$ cat config.mk
export PLATFORM = sky130hd
export DESIGN_NAME = hazard_unit_top
export DESIGN_NICKNAME = d
export VERILOG_FILES = /design/src/hazard_pkg.sv /design/src/stage_if.sv /design/src/dest_tracker.sv /design/src/hazard_resolve.sv /design/src/hazard_unit_top.sv /design/src/operand_hazard.sv
export SDC_FILE = /design/constraint.sdc
export NUM_CORES = 1
export LEC_CHECK = 0
export BUFFER_PORTS_ARGS = -buffer_cell sky130_fd_sc_hd__buf_2
export CAP_MARGIN = 15
export CORE_MARGIN = 5
export CORE_UTILIZATION = 40
export CTS_CLUSTER_SIZE = 28
export DETAILED_ROUTE_END_ITERATION = 6
export SLEW_MARGIN = 20
export SYNTH_ARGS = -nofsm -noshare
export SYNTH_HDL_FRONTEND = slang
export SYNTH_HIERARCHICAL = 1
export SYNTH_SLANG_ARGS = --single-unit
$ cat constraint.sdc
create_clock -name clk -period 1.8 [get_ports clk]
set_clock_uncertainty 0.15 [all_clocks]
set_input_delay 0.18 -clock clk [delete_from_list [all_inputs] [get_ports clk]]
set_output_delay 0.18 -clock clk [all_outputs]
set_load 0.02 [all_outputs]
$ cat src/hazard_pkg.sv
package hazard_pkg;

    // ******************************
    // register addressing
    // ******************************

    // x0 is hardwired to zero, so address zero never carries a dependency.
    localparam int REG_ADDR_WIDTH = 5;

    // ******************************
    // destination kind
    // ******************************

    // what the instruction held in a stage writes back.
    // none also covers bubbles, stores and branches.
    typedef enum logic [1:0] {
        DEST_NONE = 2'd0,
        // result ready at the end of EX.
        DEST_ALU  = 2'd1,
        // result ready only at the end of MEM.
        DEST_LOAD = 2'd2
    } dest_kind_e;

    // ******************************
    // forwarding source
    // ******************************

    // operand mux select in front of the ALU.
    typedef enum logic [1:0] {
        // value read from the register file.
        FWD_NONE = 2'd0,
        // EX/MEM result register.
        FWD_EX   = 2'd1,
        // MEM/WB result register.
        FWD_MEM  = 2'd2,
        // value being written back this cycle.
        FWD_WB   = 2'd3
    } fwd_src_e;

endpackage

$ cat src/stage_if.sv
interface stage_if import hazard_pkg::*; ();

    // destination record of the instruction in EX.
    logic [REG_ADDR_WIDTH-1:0] ex_rd;
    dest_kind_e                ex_kind;

    // destination record of the instruction in MEM.
    logic [REG_ADDR_WIDTH-1:0] mem_rd;
    dest_kind_e                mem_kind;

    // destination record of the instruction in WB.
    logic [REG_ADDR_WIDTH-1:0] wb_rd;
    dest_kind_e                wb_kind;

    // the tracker owns the records.
    modport tracker (
        output ex_rd,
        output ex_kind,
        output mem_rd,
        output mem_kind,
        output wb_rd,
        output wb_kind
    );

    // checkers only look at them.
    modport reader (
        input ex_rd,
        input ex_kind,
        input mem_rd,
        input mem_kind,
        input wb_rd,
        input wb_kind
    );

endinterface

$ cat src/dest_tracker.sv
module dest_tracker import hazard_pkg::*; (
    input  logic                      clk,
    input  logic                      arst_n,
    input  logic                      id_valid,
    input  logic                      stall,
    input  logic [REG_ADDR_WIDTH-1:0] id_rd,
    input  dest_kind_e                id_dest_kind,
    stage_if.tracker                  stages
);

    logic                      bubble;
    dest_kind_e                ex_kind_d;

    dest_kind_e                ex_kind_q;
    dest_kind_e                mem_kind_q;
    dest_kind_e                wb_kind_q;

    logic [REG_ADDR_WIDTH-1:0] ex_rd_q;
    logic [REG_ADDR_WIDTH-1:0] mem_rd_q;
    logic [REG_ADDR_WIDTH-1:0] wb_rd_q;

    // ******************************
    // next EX record
    // ******************************

    // ID held back or empty, so EX gets a bubble.
    assign bubble = !id_valid || stall;

    // a write to x0 is dropped here, it can never be forwarded.
    always_comb begin
        if (bubble) begin
            ex_kind_d = DEST_NONE;
        end else if (id_rd == '0) begin
            ex_kind_d = DEST_NONE;
        end else begin
            ex_kind_d = id_dest_kind;
        end
    end

    // ******************************
    // stage registers
    // ******************************

    // kinds decide whether a record is live.
    always_ff @(posedge clk or negedge arst_n) begin
        if (!arst_n) begin
            ex_kind_q  <= DEST_NONE;
            mem_kind_q <= DEST_NONE;
            wb_kind_q  <= DEST_NONE;
        end else begin
            ex_kind_q  <= ex_kind_d;
            mem_kind_q <= ex_kind_q;
            wb_kind_q  <= mem_kind_q;
        end
    end

    // destination addresses move along with the kinds.
    always_ff @(posedge clk or negedge arst_n) begin
        if (!arst_n) begin
            ex_rd_q  <= '0;
            mem_rd_q <= '0;
            wb_rd_q  <= '0;
        end else begin
            if (bubble) begin
                ex_rd_q <= '0;
            end else begin
                ex_rd_q <= id_rd;
            end
            mem_rd_q <= ex_rd_q;
            wb_rd_q  <= mem_rd_q;
        end
    end

    // ******************************
    // record outputs
    // ******************************

    assign stages.ex_rd    = ex_rd_q;
    assign stages.ex_kind  = ex_kind_q;
    assign stages.mem_rd   = mem_rd_q;
    assign stages.mem_kind = mem_kind_q;
    assign stages.wb_rd    = wb_rd_q;
    assign stages.wb_kind  = wb_kind_q;

endmodule

$ cat src/hazard_resolve.sv
module hazard_resolve import hazard_pkg::*; #(
    parameter int NUM_OPERANDS = 2
) (
    input  logic                          id_valid,
    input  fwd_src_e [NUM_OPERANDS-1:0]   fwd_src,
    input  logic     [NUM_OPERANDS-1:0]   load_use,
    output logic                          stall,
    output fwd_src_e [NUM_OPERANDS-1:0]   fwd_sel
);

    logic any_load_use;

    // ******************************
    // stall
    // ******************************

    // one waiting operand is enough to hold the whole instruction.
    assign any_load_use = |load_use;
    assign stall        = id_valid && any_load_use;

    // ******************************
    // forwarding selects
    // ******************************

    // a held or empty slot reads plain register file values.
    always_comb begin
        for (int i = 0; i < NUM_OPERANDS; i++) begin
            if (stall || !id_valid) begin
                fwd_sel[i] = FWD_NONE;
            end else begin
                fwd_sel[i] = fwd_src[i];
            end
        end
    end

endmodule

$ cat src/hazard_unit_top.sv
module hazard_unit_top import hazard_pkg::*; #(
    parameter int NUM_OPERANDS = 2
) (
    input  logic                                         clk,
    input  logic                                         arst_n,
    input  logic                                         id_valid,
    input  logic     [NUM_OPERANDS-1:0][REG_ADDR_WIDTH-1:0] id_rs_addr,
    input  logic     [NUM_OPERANDS-1:0]                  id_rs_used,
    input  logic     [REG_ADDR_WIDTH-1:0]                id_rd,
    input  dest_kind_e                                   id_dest_kind,
    output logic                                         stall,
    output fwd_src_e [NUM_OPERANDS-1:0]                  fwd_sel
);

    fwd_src_e [NUM_OPERANDS-1:0] fwd_src;
    logic     [NUM_OPERANDS-1:0] load_use;

    // EX, MEM and WB destination records.
    stage_if stages ();

    // ******************************
    // destination tracking
    // ******************************

    dest_tracker tracker_i (
        .clk          (clk),
        .arst_n       (arst_n),
        .id_valid     (id_valid),
        .stall        (stall),
        .id_rd        (id_rd),
        .id_dest_kind (id_dest_kind),
        .stages       (stages.tracker)
    );

    // ******************************
    // per-operand checks
    // ******************************

    for (genvar g = 0; g < NUM_OPERANDS; g++) begin : g_operand
        operand_hazard operand_hazard_i (
            .rs_addr  (id_rs_addr[g]),
            .rs_used  (id_rs_used[g]),
            .stages   (stages.reader),
            .fwd_src  (fwd_src[g]),
            .load_use (load_use[g])
        );
    end

    // stall and final selects.
    hazard_resolve #(
        .NUM_OPERANDS (NUM_OPERANDS)
    ) resolve_i (
        .id_valid (id_valid),
        .fwd_src  (fwd_src),
        .load_use (load_use),
        .stall    (stall),
        .fwd_sel  (fwd_sel)
    );

endmodule

$ cat src/operand_hazard.sv
module operand_hazard import hazard_pkg::*; (
    input  logic [REG_ADDR_WIDTH-1:0] rs_addr,
    input  logic                      rs_used,
    stage_if.reader                   stages,
    output fwd_src_e                  fwd_src,
    output logic                      load_use
);

    logic live;
    logic hit_ex;
    logic hit_mem;
    logic hit_wb;

    // a stage produces the operand when it writes a real register
    // and that register is the one being read.
    function automatic logic stage_hit(
        input dest_kind_e                kind,
        input logic [REG_ADDR_WIDTH-1:0] rd,
        input logic [REG_ADDR_WIDTH-1:0] rs
    );
        return (kind != DEST_NONE) && (rd != '0) && (rd == rs);
    endfunction

    // ******************************
    // stage comparison
    // ******************************

    // x0 and unused fields never depend on anything.
    assign live = rs_used && (rs_addr != '0);

    assign hit_ex  = live && stage_hit(stages.ex_kind, stages.ex_rd, rs_addr);
    assign hit_mem = live && stage_hit(stages.mem_kind, stages.mem_rd, rs_addr);
    assign hit_wb  = live && stage_hit(stages.wb_kind, stages.wb_rd, rs_addr);

    // ******************************
    // priority select
    // ******************************

    // youngest producer wins: EX, then MEM, then WB.
    always_comb begin
        fwd_src  = FWD_NONE;
        load_use = 1'b0;
        if (hit_ex) begin
            if (stages.ex_kind == DEST_LOAD) begin
                // load data not there yet, wait one cycle.
                load_use = 1'b1;
            end else begin
                fwd_src = FWD_EX;
            end
        end else if (hit_mem) begin
            fwd_src = FWD_MEM;
        end else if (hit_wb) begin
            fwd_src = FWD_WB;
        end
    end

endmodule

==> results of run 1 <==
registers in the layout (all words and copies together) (netlist names):
name                       cells
tracker_i/stages.ex_rd         5
tracker_i/stages.wb_kind       2
tracker_i/stages.ex_kind       2
tracker_i/stages.mem_kind      2
tracker_i/stages.wb_rd         5
tracker_i/stages.mem_rd        5
synth_stat cells (3+ instances only):
library cell	number	area (sq um)
or3_4	3	33.8
and2_1	4	25.0
dfrtp_1	21	526
o21ai_2	4	35.0
nor2b_1	5	31.3
and4bb_2	4	50.1
o21a_1	3	22.5
xnor2_1	20	175
or4_1	4	30.0
o21ai_0	4	20.0
xor2_1	8	70.1
nor4_1	4	25.0
critical path, stage by stage, from the launching register on:
cell and delay, ns:
dfrtp_2 0.46, xor2_1 0.17, nor4_2 0.31, o211ai_1 0.17
buf_4 0.16, nand3_2 0.05, o21ai_2 0.05, and4bb_2 0.24
buf_6 0.13
timing repair:
item	in CTS	in global routing
endpoints found under the setup margin	12	12
hold endpoints to repair	28	0
hold buffers	8	0
pin swaps	9	16
setup buffers	2	3
resized for setup	13	10
cell type report:
type	instances	area (sq um)	area share, %
Multi-Input combinational cell	82	719	41.7
Sequential cell	21	529	30.7
Timing Repair Buffer	54	403	23.4
Tap cell	31	38.8	2.25
Clock buffer	3	22.5	1.31
Inverter	2	7.51	0.435
Clock inverter	1	5.00	0.290
cells by family after synthesis:
kind of cell,count (synthesis),share of synthesized area [%]
AND/OR/NAND/NOR,37,23.6
flip-flops,21,44.2
buffers and inverters,2,0.632
AO/OA/AOI/OAI,17,10.9
XOR/XNOR,28,20.6
layer usage:
metal,share of wire [%],global-route usage [%],vias up,wire (microns)
li1,-,-,504,-
met1,40,17.1,524,1290
met2,54,31.4,23,1720
met3,4.0,3.80,6,128
met4,1.4,5.80,0,45
met5,0,0,-,0
final timing paths:
path                                               end  slack [ns]  cells past startpoint
min in group asynchronous    tracker_i/stages.ex_rd[0]        0.19                      2
max in group asynchronous   tracker_i/stages.mem_rd[2]        0.97                      2
min reg2reg                tracker_i/stages.wb_kind[0]        0.29                      0
max                                         fwd_sel[0]       -0.58                      8
min                        tracker_i/stages.ex_kind[1]        0.14                      3
max reg2reg                  tracker_i/stages.ex_rd[3]       -0.30                      9
power groups by stage:
stage,Clock [mW],Sequential [mW],Combinational (mW)
after floorplan,0,0.526,0.0899
after global placement,0,0.534,0.176
after detailed placement,0,0.534,0.181
after CTS,0.234,0.524,0.203
after global routing,0.260,0.529,0.229
final,0.223,0.526,0.209
layout by cell type, fill, tap and decap left out:
cell / count
dfrtp_1: 18
buf_2: 21
nor4_2: 1
nor4b_2: 2
dlygate4sd3_1: 8
nor4_1: 3
or4_4: 1
dfrtp_2: 3
and4bb_2: 4
nor3_1: 2
nor2b_1: 2
buf_6: 8
o21a_1: 2
nor2b_4: 3
o311a_1: 2
inv_1: 2
nor2_1: 2
o21ai_2: 4
xnor2_2: 1
and2_1: 3
o21a_4: 1
o221ai_1: 2
xor2_1: 8
nand4_1: 2
or3_4: 3
or4_1: 3
clkinv_2: 1
clkbuf_4: 3
o21ai_0: 4
nand3_1: 2
xnor2_1: 19
and2_4: 2
o211ai_1: 2
nand3_2: 2
buf_4: 17
==> flow_metrics.tcl, run 1 <==
set metrics [dict create \
    outcome "finished with violations" \
    failed_checks "negative setup slack" \
    placed_cell_area_sq_mm 0.00151 \
    syn_avg_cell_area_sq_um 11.3 \
    port_buffers 26 \
    cp.arrival_ns 2.05 \
    initial_core_util_pct 42.4 \
    cp_data_required_time_ns 1.47 \
    place_congestion 0.788 \
    dpl.hpwl_microns 2390 \
    synth_seq_cells 21 \
    cts_sinks 21 \
    fin_tns_setup_ns -4.81 \
    endpoint_kind "output port" \
    setup_ws_ns -0.583 \
    grt_pass1_wl_microns 5140 \
    drv_slew 0 \
    overflow 0 \
    die_area_sq_mm 0.00416 \
    postRouteAntennaNets 0 \
    netSwitchingFraction_pct 27.4 \
    min_period_ns 2.38 \
    io_pins 27 \
    clockPowerShare_pct 23.2 \
    drv_cap 0 \
    vias 1057 \
    first_pass_iters 4 \
    startpoint "tracker_i/stages.mem_rd[2]" \
    final_cell_area_sq_mm 0.00173 \
    synth-main-ff-cell "dfrtp_1" \
    synthArstFlopShare_pct 100 \
    yosysWarnings 6 \
    grt_max_degree 22 \
    synth_area_sq_mm 0.00119 \
    holdCritPathClass "input port to flop" \
    slew_headroom_pct 69.3 \
    power.switching_uw 263 \
    pre_cts_ws_ns -0.329 \
    fin_cells 194 \
    nFillCells 242 \
    core-area_sq_mm 0.00281 \
    syn_nets 127 \
    post-route-drc-count 0 \
    crit_type "flop to output port" \
    grt.total_usage_pct 16.3 \
    p_comb_share_pct 21.9 \
    ys_seq_area_share_pct 44.2 \
    hold-worst-slack_ns 0.139 \
    timing.rr.start "tracker_i/stages.ex_rd[3]" \
    clk_pin_slew_worst_paths_ns 0.11 \
    rows 19 \
    rsz0062_at_grt "true" \
    ir_drop_mv 0.474 \
    powerDensity_mw_per_mm2 555 \
    grt_pass1_vias 1151 \
    setup_violations 12 \
    drive_above_1_share_pct 47.2 \
    p_leak_nw 0.744 \
    tightest_slew_ns 0.461 \
    final_util_pct 61.5 \
    die_x_microns 64.5 \
    insertion_delay_ns 0.30 \
    n_antenna_cell 0 \
    antenna_found_initial 0 \
    fmax_mhz 420 \
    die_h_microns 64.5 \
    areaGrowthSynthToFinish_pct 45.2 \
    htreeDepth 1 \
    cts_buffers 3 \
    p_int_uw 695 \
    hp-start "id_valid" \
    nets 186 \
    crit_path_start_kind "flop" \
    hold_viol 0 \
    cts_tree "done" \
    vias_per_cell 5.45 \
    wirelength_microns 3190 \
    power_uw 958 \
    drtIter0Drc 32 \
    min_period_over_period_pct 132 \
    synth_cell_types 23 \
    p_seq_share_pct 54.9 \
    dpl.cell_count 178 \
    wl_per_cell_microns 16.4 \
    synth_edf_count 0 \
    root_buffer "clkbuf_4" \
    cts_max_path_buffers 2 \
    syn_inst 105 \
    crit_fanout 5 \
]
Power figures use the tool's default switching activity.
==> run 2, diff against run 1 <==
--- a/config.mk
+++ b/config.mk
@@ -11,8 +11,8 @@
 export CORE_UTILIZATION = 40
 export CTS_CLUSTER_SIZE = 28
 export DETAILED_ROUTE_END_ITERATION = 6
+export PLACE_DENSITY = 0.62
 export SLEW_MARGIN = 20
 export SYNTH_ARGS = -nofsm -noshare
 export SYNTH_HDL_FRONTEND = slang
-export SYNTH_HIERARCHICAL = 1
 export SYNTH_SLANG_ARGS = --single-unit
==> run 2 against run 1 <==
  * The run still ends with negative setup slack left
  * Register-to-register slack got worse by 0.05 ns
  * Maximum frequency fell by 2.1%
  * Area after synthesis fell by 3.3%
  * Worst setup slack got worse by 0.052 ns
  * Sequential share of layout area fell by 3.3 points
  * Sequential power barely moved
  * First-iteration DRC count rose by 44%
  * Design area rose by 12%
  * Synthesized cell count did not move
  * Hold slack improved by 0.050 ns
  * Routed wire length rose by 8.9%
  * Largest cell class unchanged
==> flow_metrics.tcl, run 2 <==
set metrics [dict create \
    rsz0062_at_grt "true" \
    grt.total_usage_pct 17.8 \
    layout_common_cells "36 x buf_4, 29 x xnor2_1, 22 x buf_2" \
    cts_sinks 21 \
    vias_per_cell 5.14 \
    powerDensity_mw_per_mm2 553 \
    overflow 0 \
    die_x_microns 63.6 \
    htreeDepth 1 \
    timing.rr.start "tracker_i.stages.ex_rd[4]" \
    dpl.cell_count 192 \
    min_period_ns 2.44 \
    hold_viol 0 \
    p_int_uw 747 \
    die_h_microns 63.6 \
    p_leak_nw 0.840 \
    areaGrowthSynthToFinish_pct 67.6 \
    setup_ws_ns -0.636 \
    fin_cells 212 \
    root_buffer "clkbuf_4" \
    crit_type "flop to output port" \
    drv_slew 0 \
    path_buf_inv 1 \
    yosysWarnings 0 \
    cts_tree "done" \
    insertion_delay_ns 0.30 \
    vias 1090 \
    place_congestion 0.819 \
    wirelength_microns 3470 \
    fmax_mhz 411 \
    synth_cell_types 21 \
    n_antenna_cell 0 \
    ys_seq_area_share_pct 45.7 \
    synth_area_sq_mm 0.00115 \
    crit_fanout 4 \
    cts_max_path_buffers 2 \
    layout_commonest_cell "buf_4" \
    p_seq_share_pct 49.1 \
    critPathSlowestCell "or4_4" \
    netSwitchingFraction_pct 29.9 \
    endpoint_kind "output port" \
    drive_above_1_share_pct 51.4 \
    postRouteAntennaNets 0 \
    min_period_over_period_pct 135 \
    cp.arrival_ns 2.11 \
    startpoint "tracker_i.stages.mem_rd[0]" \
    crit_path_start_kind "flop" \
    holdCritPathClass "input port to asynchronous set/reset pin" \
    cpPeakStageDelay_ns 0.58 \
    drtIter0Drc 46 \
    outcome "finished with violations" \
    synth_common_cells "30 x xnor2_1, 21 x dfrtp_1, 7 x nand2_1" \
    critPathTopFamily "simple AND/OR/NAND/NOR gates" \
    synth_seq_cells 21 \
    nets 204 \
    first_pass_iters 4 \
    core-area_sq_mm 0.00276 \
    synth_most_common_cell "xnor2_1" \
    cp_data_required_time_ns 1.47 \
    synthArstFlopShare_pct 100 \
    tightest_slew_ns 0.439 \
    setup_violations 12 \
    synth_area_leaders "dfrtp_1 46%, xnor2_1 23%, or4_1 3.9%, nor4_1 3.3%, and2_1 2.7%" \
    path_cells "or4_4 > o22ai_4 > or4_1 > a21oi_1 > nor3_4 > buf_6" \
    initial_core_util_pct 41.7 \
    antenna_found_initial 0 \
    clk_pin_slew_worst_paths_ns 0.12 \
    cts_buffers 3 \
    syn_inst 105 \
    p_comb_share_pct 29.9 \
    clockPowerShare_pct 21.0 \
    slew_headroom_pct 70.4 \
    syn_avg_cell_area_sq_um 11.0 \
    drv_cap 0 \
    port_buffers 26 \
    grt_pass1_vias 1200 \
    synth.top_cell.area_share_pct 45.7 \
    grt_max_degree 22 \
    hold-worst-slack_ns 0.189 \
    synth_edf_count 0 \
    synth-main-ff-cell "dfrtp_1" \
    io_pins 27 \
    syn_nets 127 \
    failed_checks "negative setup slack" \
    yosysTopAreaCell "dfrtp_1" \
    grt_pass1_wl_microns 5610 \
    post-route-drc-count 0 \
    power_mw 1.07 \
    final_util_pct 69.9 \
    die_area_sq_mm 0.00405 \
    dpl.hpwl_microns 2500 \
    power.switching_uw 318 \
    rows 19 \
    ir_drop_mv 0.580 \
    wl_per_cell_microns 16.4 \
]
## run 2: worst reg2reg max path, cell delays in order, from the launching register on
cell     delay, ns
dfrtp_1       0.43
or4_4         0.57
o21ai_4       0.25
o41ai_4       0.09
buf_4         0.17
buf_6         0.12
nor2_4        0.14
and3_1        0.17
## run 2: timing repair
action,in CTS,in global routing
gates resized for setup,13,9
buffers inserted,8,0
hold buffers,8,0
endpoints found under the setup margin,12,12
hold endpoints to repair,28,0
pin swaps,8,8
## run 2: worst paths after layout
path | endpoint | slack, ns | cells after the start
worst max-delay path | fwd_sel[0] | -0.64 | 6
worst min-delay path | tracker_i.stages.mem_rd[3] | 0.19 | 2
worst max register to register | tracker_i.stages.ex_kind[0] | -0.35 | 7
worst min register to register | tracker_i.stages.wb_kind[1] | 0.30 | 0
max in group asynchronous | tracker_i.stages.ex_rd[2] | 0.98 | 2
min in group clk | tracker_i.stages.wb_kind[1] | 0.30 | 0
## run 2: metal layers
layer,GRT usage (%),up-vias,share of wire [%]
met4,7.79,0,2.2
li1,-,529,-
met2,32.2,35,54
met3,3.02,6,5.2
met1,20.1,520,38
met5,0,-,0
## run 2: final cells by class
cell class                 count  area, sq um
multi-input combinational     84          797
sequential                    21          527
clock buffer                   3         22.5
tap                           31         38.8
fill                         213          831
timing repair buffer          72          537
clock inverter                 1         5.00
## run 2: through the flow
step	setup WS, ns	TNS (ns)	instance area, sq um
floorplan	-0.107	-0.762	1250
global placement	-0.285	-3.05	1660
detailed placement	-0.323	-3.36	1660
CTS	-0.614	-5.10	1870
global route	-0.712	-6.26	1930
finish	-0.636	-5.23	1930
## run 2: kinds of logic (layout without fill, tap and decap cells)
kind of cell / Yosys count / in the layout / synth area share (%)
simple gates: 43 / 43 / 22.3
xor+xnor: 30 / 30 / 22.9
flops: 21 / 21 / 45.7
compound gates: 11 / 11 / 9.14
buf+inv: 0 / 76 / 0
## run 2: power groups by stage
stage,Sequential [mW],Combinational (mW),Clock [mW]
global route,0.527,0.343,0.249
floorplan,0.528,0.131,0
global placement,0.529,0.256,0
finish,0.523,0.319,0.224
detailed placement,0.530,0.261,0
CTS,0.519,0.298,0.226
==> run 3, diff against run 2 <==
--- a/config.mk
+++ b/config.mk
@@ -5,13 +5,13 @@
 export SDC_FILE = /design/constraint.sdc
 export NUM_CORES = 1
 export LEC_CHECK = 0
-export BUFFER_PORTS_ARGS = -buffer_cell sky130_fd_sc_hd__buf_2
 export CAP_MARGIN = 15
 export CORE_MARGIN = 5
 export CORE_UTILIZATION = 40
 export CTS_CLUSTER_SIZE = 28
 export DETAILED_ROUTE_END_ITERATION = 6
-export PLACE_DENSITY = 0.62
+export DONT_BUFFER_PORTS = 1
+export PLACE_DENSITY = 0.53
 export SLEW_MARGIN = 20
 export SYNTH_ARGS = -nofsm -noshare
 export SYNTH_HDL_FRONTEND = slang
==> run 3 against run 2 <==
  * The flow still finishes with violations (negative setup slack)
  * Clock-buffer cell count increased by 1
  * Routed wire length decreased by 19%
  * Utilization decreased by 9.9 points
  * Largest cell class unchanged
==> flow_metrics.tcl, run 3 (synthesized netlist as in run 2, its figures left out) <==
set metrics [dict create \
    outcome "finished with violations" \
    failed_checks "negative setup slack" \
    die_h_microns 63.6 \
    wl_per_cell_microns 16.6 \
    min_period_over_period_pct 129 \
    crit_fanout 4 \
    drive_above_1_share_pct 38.8 \
    insertion_delay_ns 0.29 \
    critPathSlowestCell "or4_4" \
    vias_per_cell 5.48 \
    final_util_pct 59.9 \
    hold_viol 0 \
    grt_pass1_vias 1043 \
    rsz0062_at_grt "true" \
    p_seq_share_pct 53.3 \
    wirelength_microns 2820 \
    port_buffers 0 \
    cts_buffers 3 \
    rows 19 \
    place_congestion 0.832 \
    slew_headroom_pct 40.5 \
    grt_pass1_wl_microns 4990 \
    cp.arrival_ns 2.00 \
    endpoint_kind "output port" \
    clk_pin_slew_worst_paths_ns 0.10 \
    io_pins 27 \
    drtIter0Drc 35 \
    vias 931 \
    setup_ws_ns -0.530 \
    cts_max_path_buffers 2 \
    nets 162 \
    core-area_sq_mm 0.00276 \
    p_leak_nw 0.646 \
    initial_core_util_pct 41.7 \
    clockPowerShare_pct 21.6 \
    crit_type "flop to output port" \
    cts_sinks 21 \
    holdCritPathClass "input port to flop" \
    hold-worst-slack_ns 0.158 \
    tightest_slew_ns 0.890 \
    ir_drop_mv 0.410 \
    drv_slew 0 \
    fmax_mhz 429 \
    layout_commonest_cell "xnor2_1" \
    path_cells "or4_4 > o21ai_4 > o41ai_4 > nor3_4" \
    cpPeakStageDelay_ns 0.59 \
    netSwitchingFraction_pct 26.7 \
    grt_max_degree 22 \
    root_buffer "clkbuf_4" \
    overflow 0 \
    p_int_uw 718 \
    n_antenna_cell 0 \
    postRouteAntennaNets 0 \
    r2r_cells 7 \
    powerDensity_mw_per_mm2 593 \
    areaGrowthSynthToFinish_pct 43.7 \
    fin_tns_setup_ns -4.79 \
    post-route-drc-count 0 \
    min_period_ns 2.33 \
    setup_violations 12 \
    nFillCells 222 \
    die_area_sq_mm 0.00405 \
    first_pass_iters 4 \
    power.switching_uw 262 \
    holdPathStages 4 \
    htreeDepth 1 \
    cp_data_required_time_ns 1.47 \
    p_comb_share_pct 25.1 \
    layout_common_cells "27 x xnor2_1, 20 x buf_4, 19 x dfrtp_1" \
    cts_tree "done" \
    antenna_found_initial 0 \
    crit_path_start_kind "flop" \
    drv_cap 0 \
    die_x_microns 63.6 \
    dpl.hpwl_microns 2240 \
    grt.total_usage_pct 15.6 \
]
[run 3: layer usage]
layer  share of wire [%]  wire length (microns)  up-vias  GRT usage (%)
met5                   0                      0        -              0
met4                 1.3                     37        0           6.23
met3                 6.1                    172        4           2.49
met2                  52                   1470       31           26.6
met1                  41                   1140      450           19.4
li1                    -                      -      446              -
[run 3: worst max-delay path: cells and delay by family (launching register included)]
family	cells	cell delay (ns)
compound gates	2	0.36
flops	1	0.44
simple gates	2	0.91
[run 3: area by class of cell]
class | instances | area [sq um] | share of cell area (%)
Clock buffer | 4 | 26.3 | 1.59
Multi-Input combinational cell | 84 | 807 | 48.8
Sequential cell | 21 | 528 | 31.9
Tap cell | 31 | 38.8 | 2.35
Timing Repair Buffer | 30 | 253 | 15.3
[run 3: stage by stage]
stage | cell area [sq um] | setup slack [ns] | std cells | power, mW
after global placement | 1410 | -0.290 | 152 | 0.716
after global routing | 1650 | -0.630 | 170 | 1.04
final | 1650 | -0.530 | 170 | 0.980
after CTS | 1560 | -0.552 | 166 | 0.973
after detailed placement | 1410 | -0.293 | 152 | 0.718
after floorplan | 1250 | -0.107 | 105 | 0.659
[run 3: repair_timing]
| item | 4_1_cts | 5_1_grt |
|---|---|---|
| buffers inserted | 2 | 4 |
| hold buffers | 8 | 0 |
| setup endpoints to repair | 12 | 12 |
| pin swaps | 8 | 14 |
| endpoints found under the hold margin | 28 | 0 |
| resized for setup | 4 | 14 |
| cloned | 0 | 0 |
[run 3: path summary, 6_finish.rpt]
check / from / to / slack, ns
max: tracker_i.stages.ex_rd[0] / fwd_sel[1] / -0.53
min: id_valid / tracker_i.stages.ex_kind[1] / 0.16
max reg2reg: tracker_i.stages.ex_rd[0] / tracker_i.stages.ex_rd[4] / -0.34
min reg2reg: tracker_i.stages.ex_rd[0] / tracker_i.stages.mem_rd[0] / 0.28
max in group asynchronous: arst_n / tracker_i.stages.ex_rd[0] / 0.60
min in group asynchronous: arst_n / tracker_i.stages.mem_rd[4] / 0.30
[run 3: power groups by stage]
stage / clock network (mW) / logic (mW) / registers [mW]
2_1_floorplan: 0 / 0.131 / 0.528
3_3_place_gp: 0 / 0.186 / 0.530
3_5_place_dp: 0 / 0.188 / 0.530
4_1_cts: 0.226 / 0.225 / 0.521
5_1_grt: 0.245 / 0.269 / 0.526
6_report: 0.212 / 0.246 / 0.522
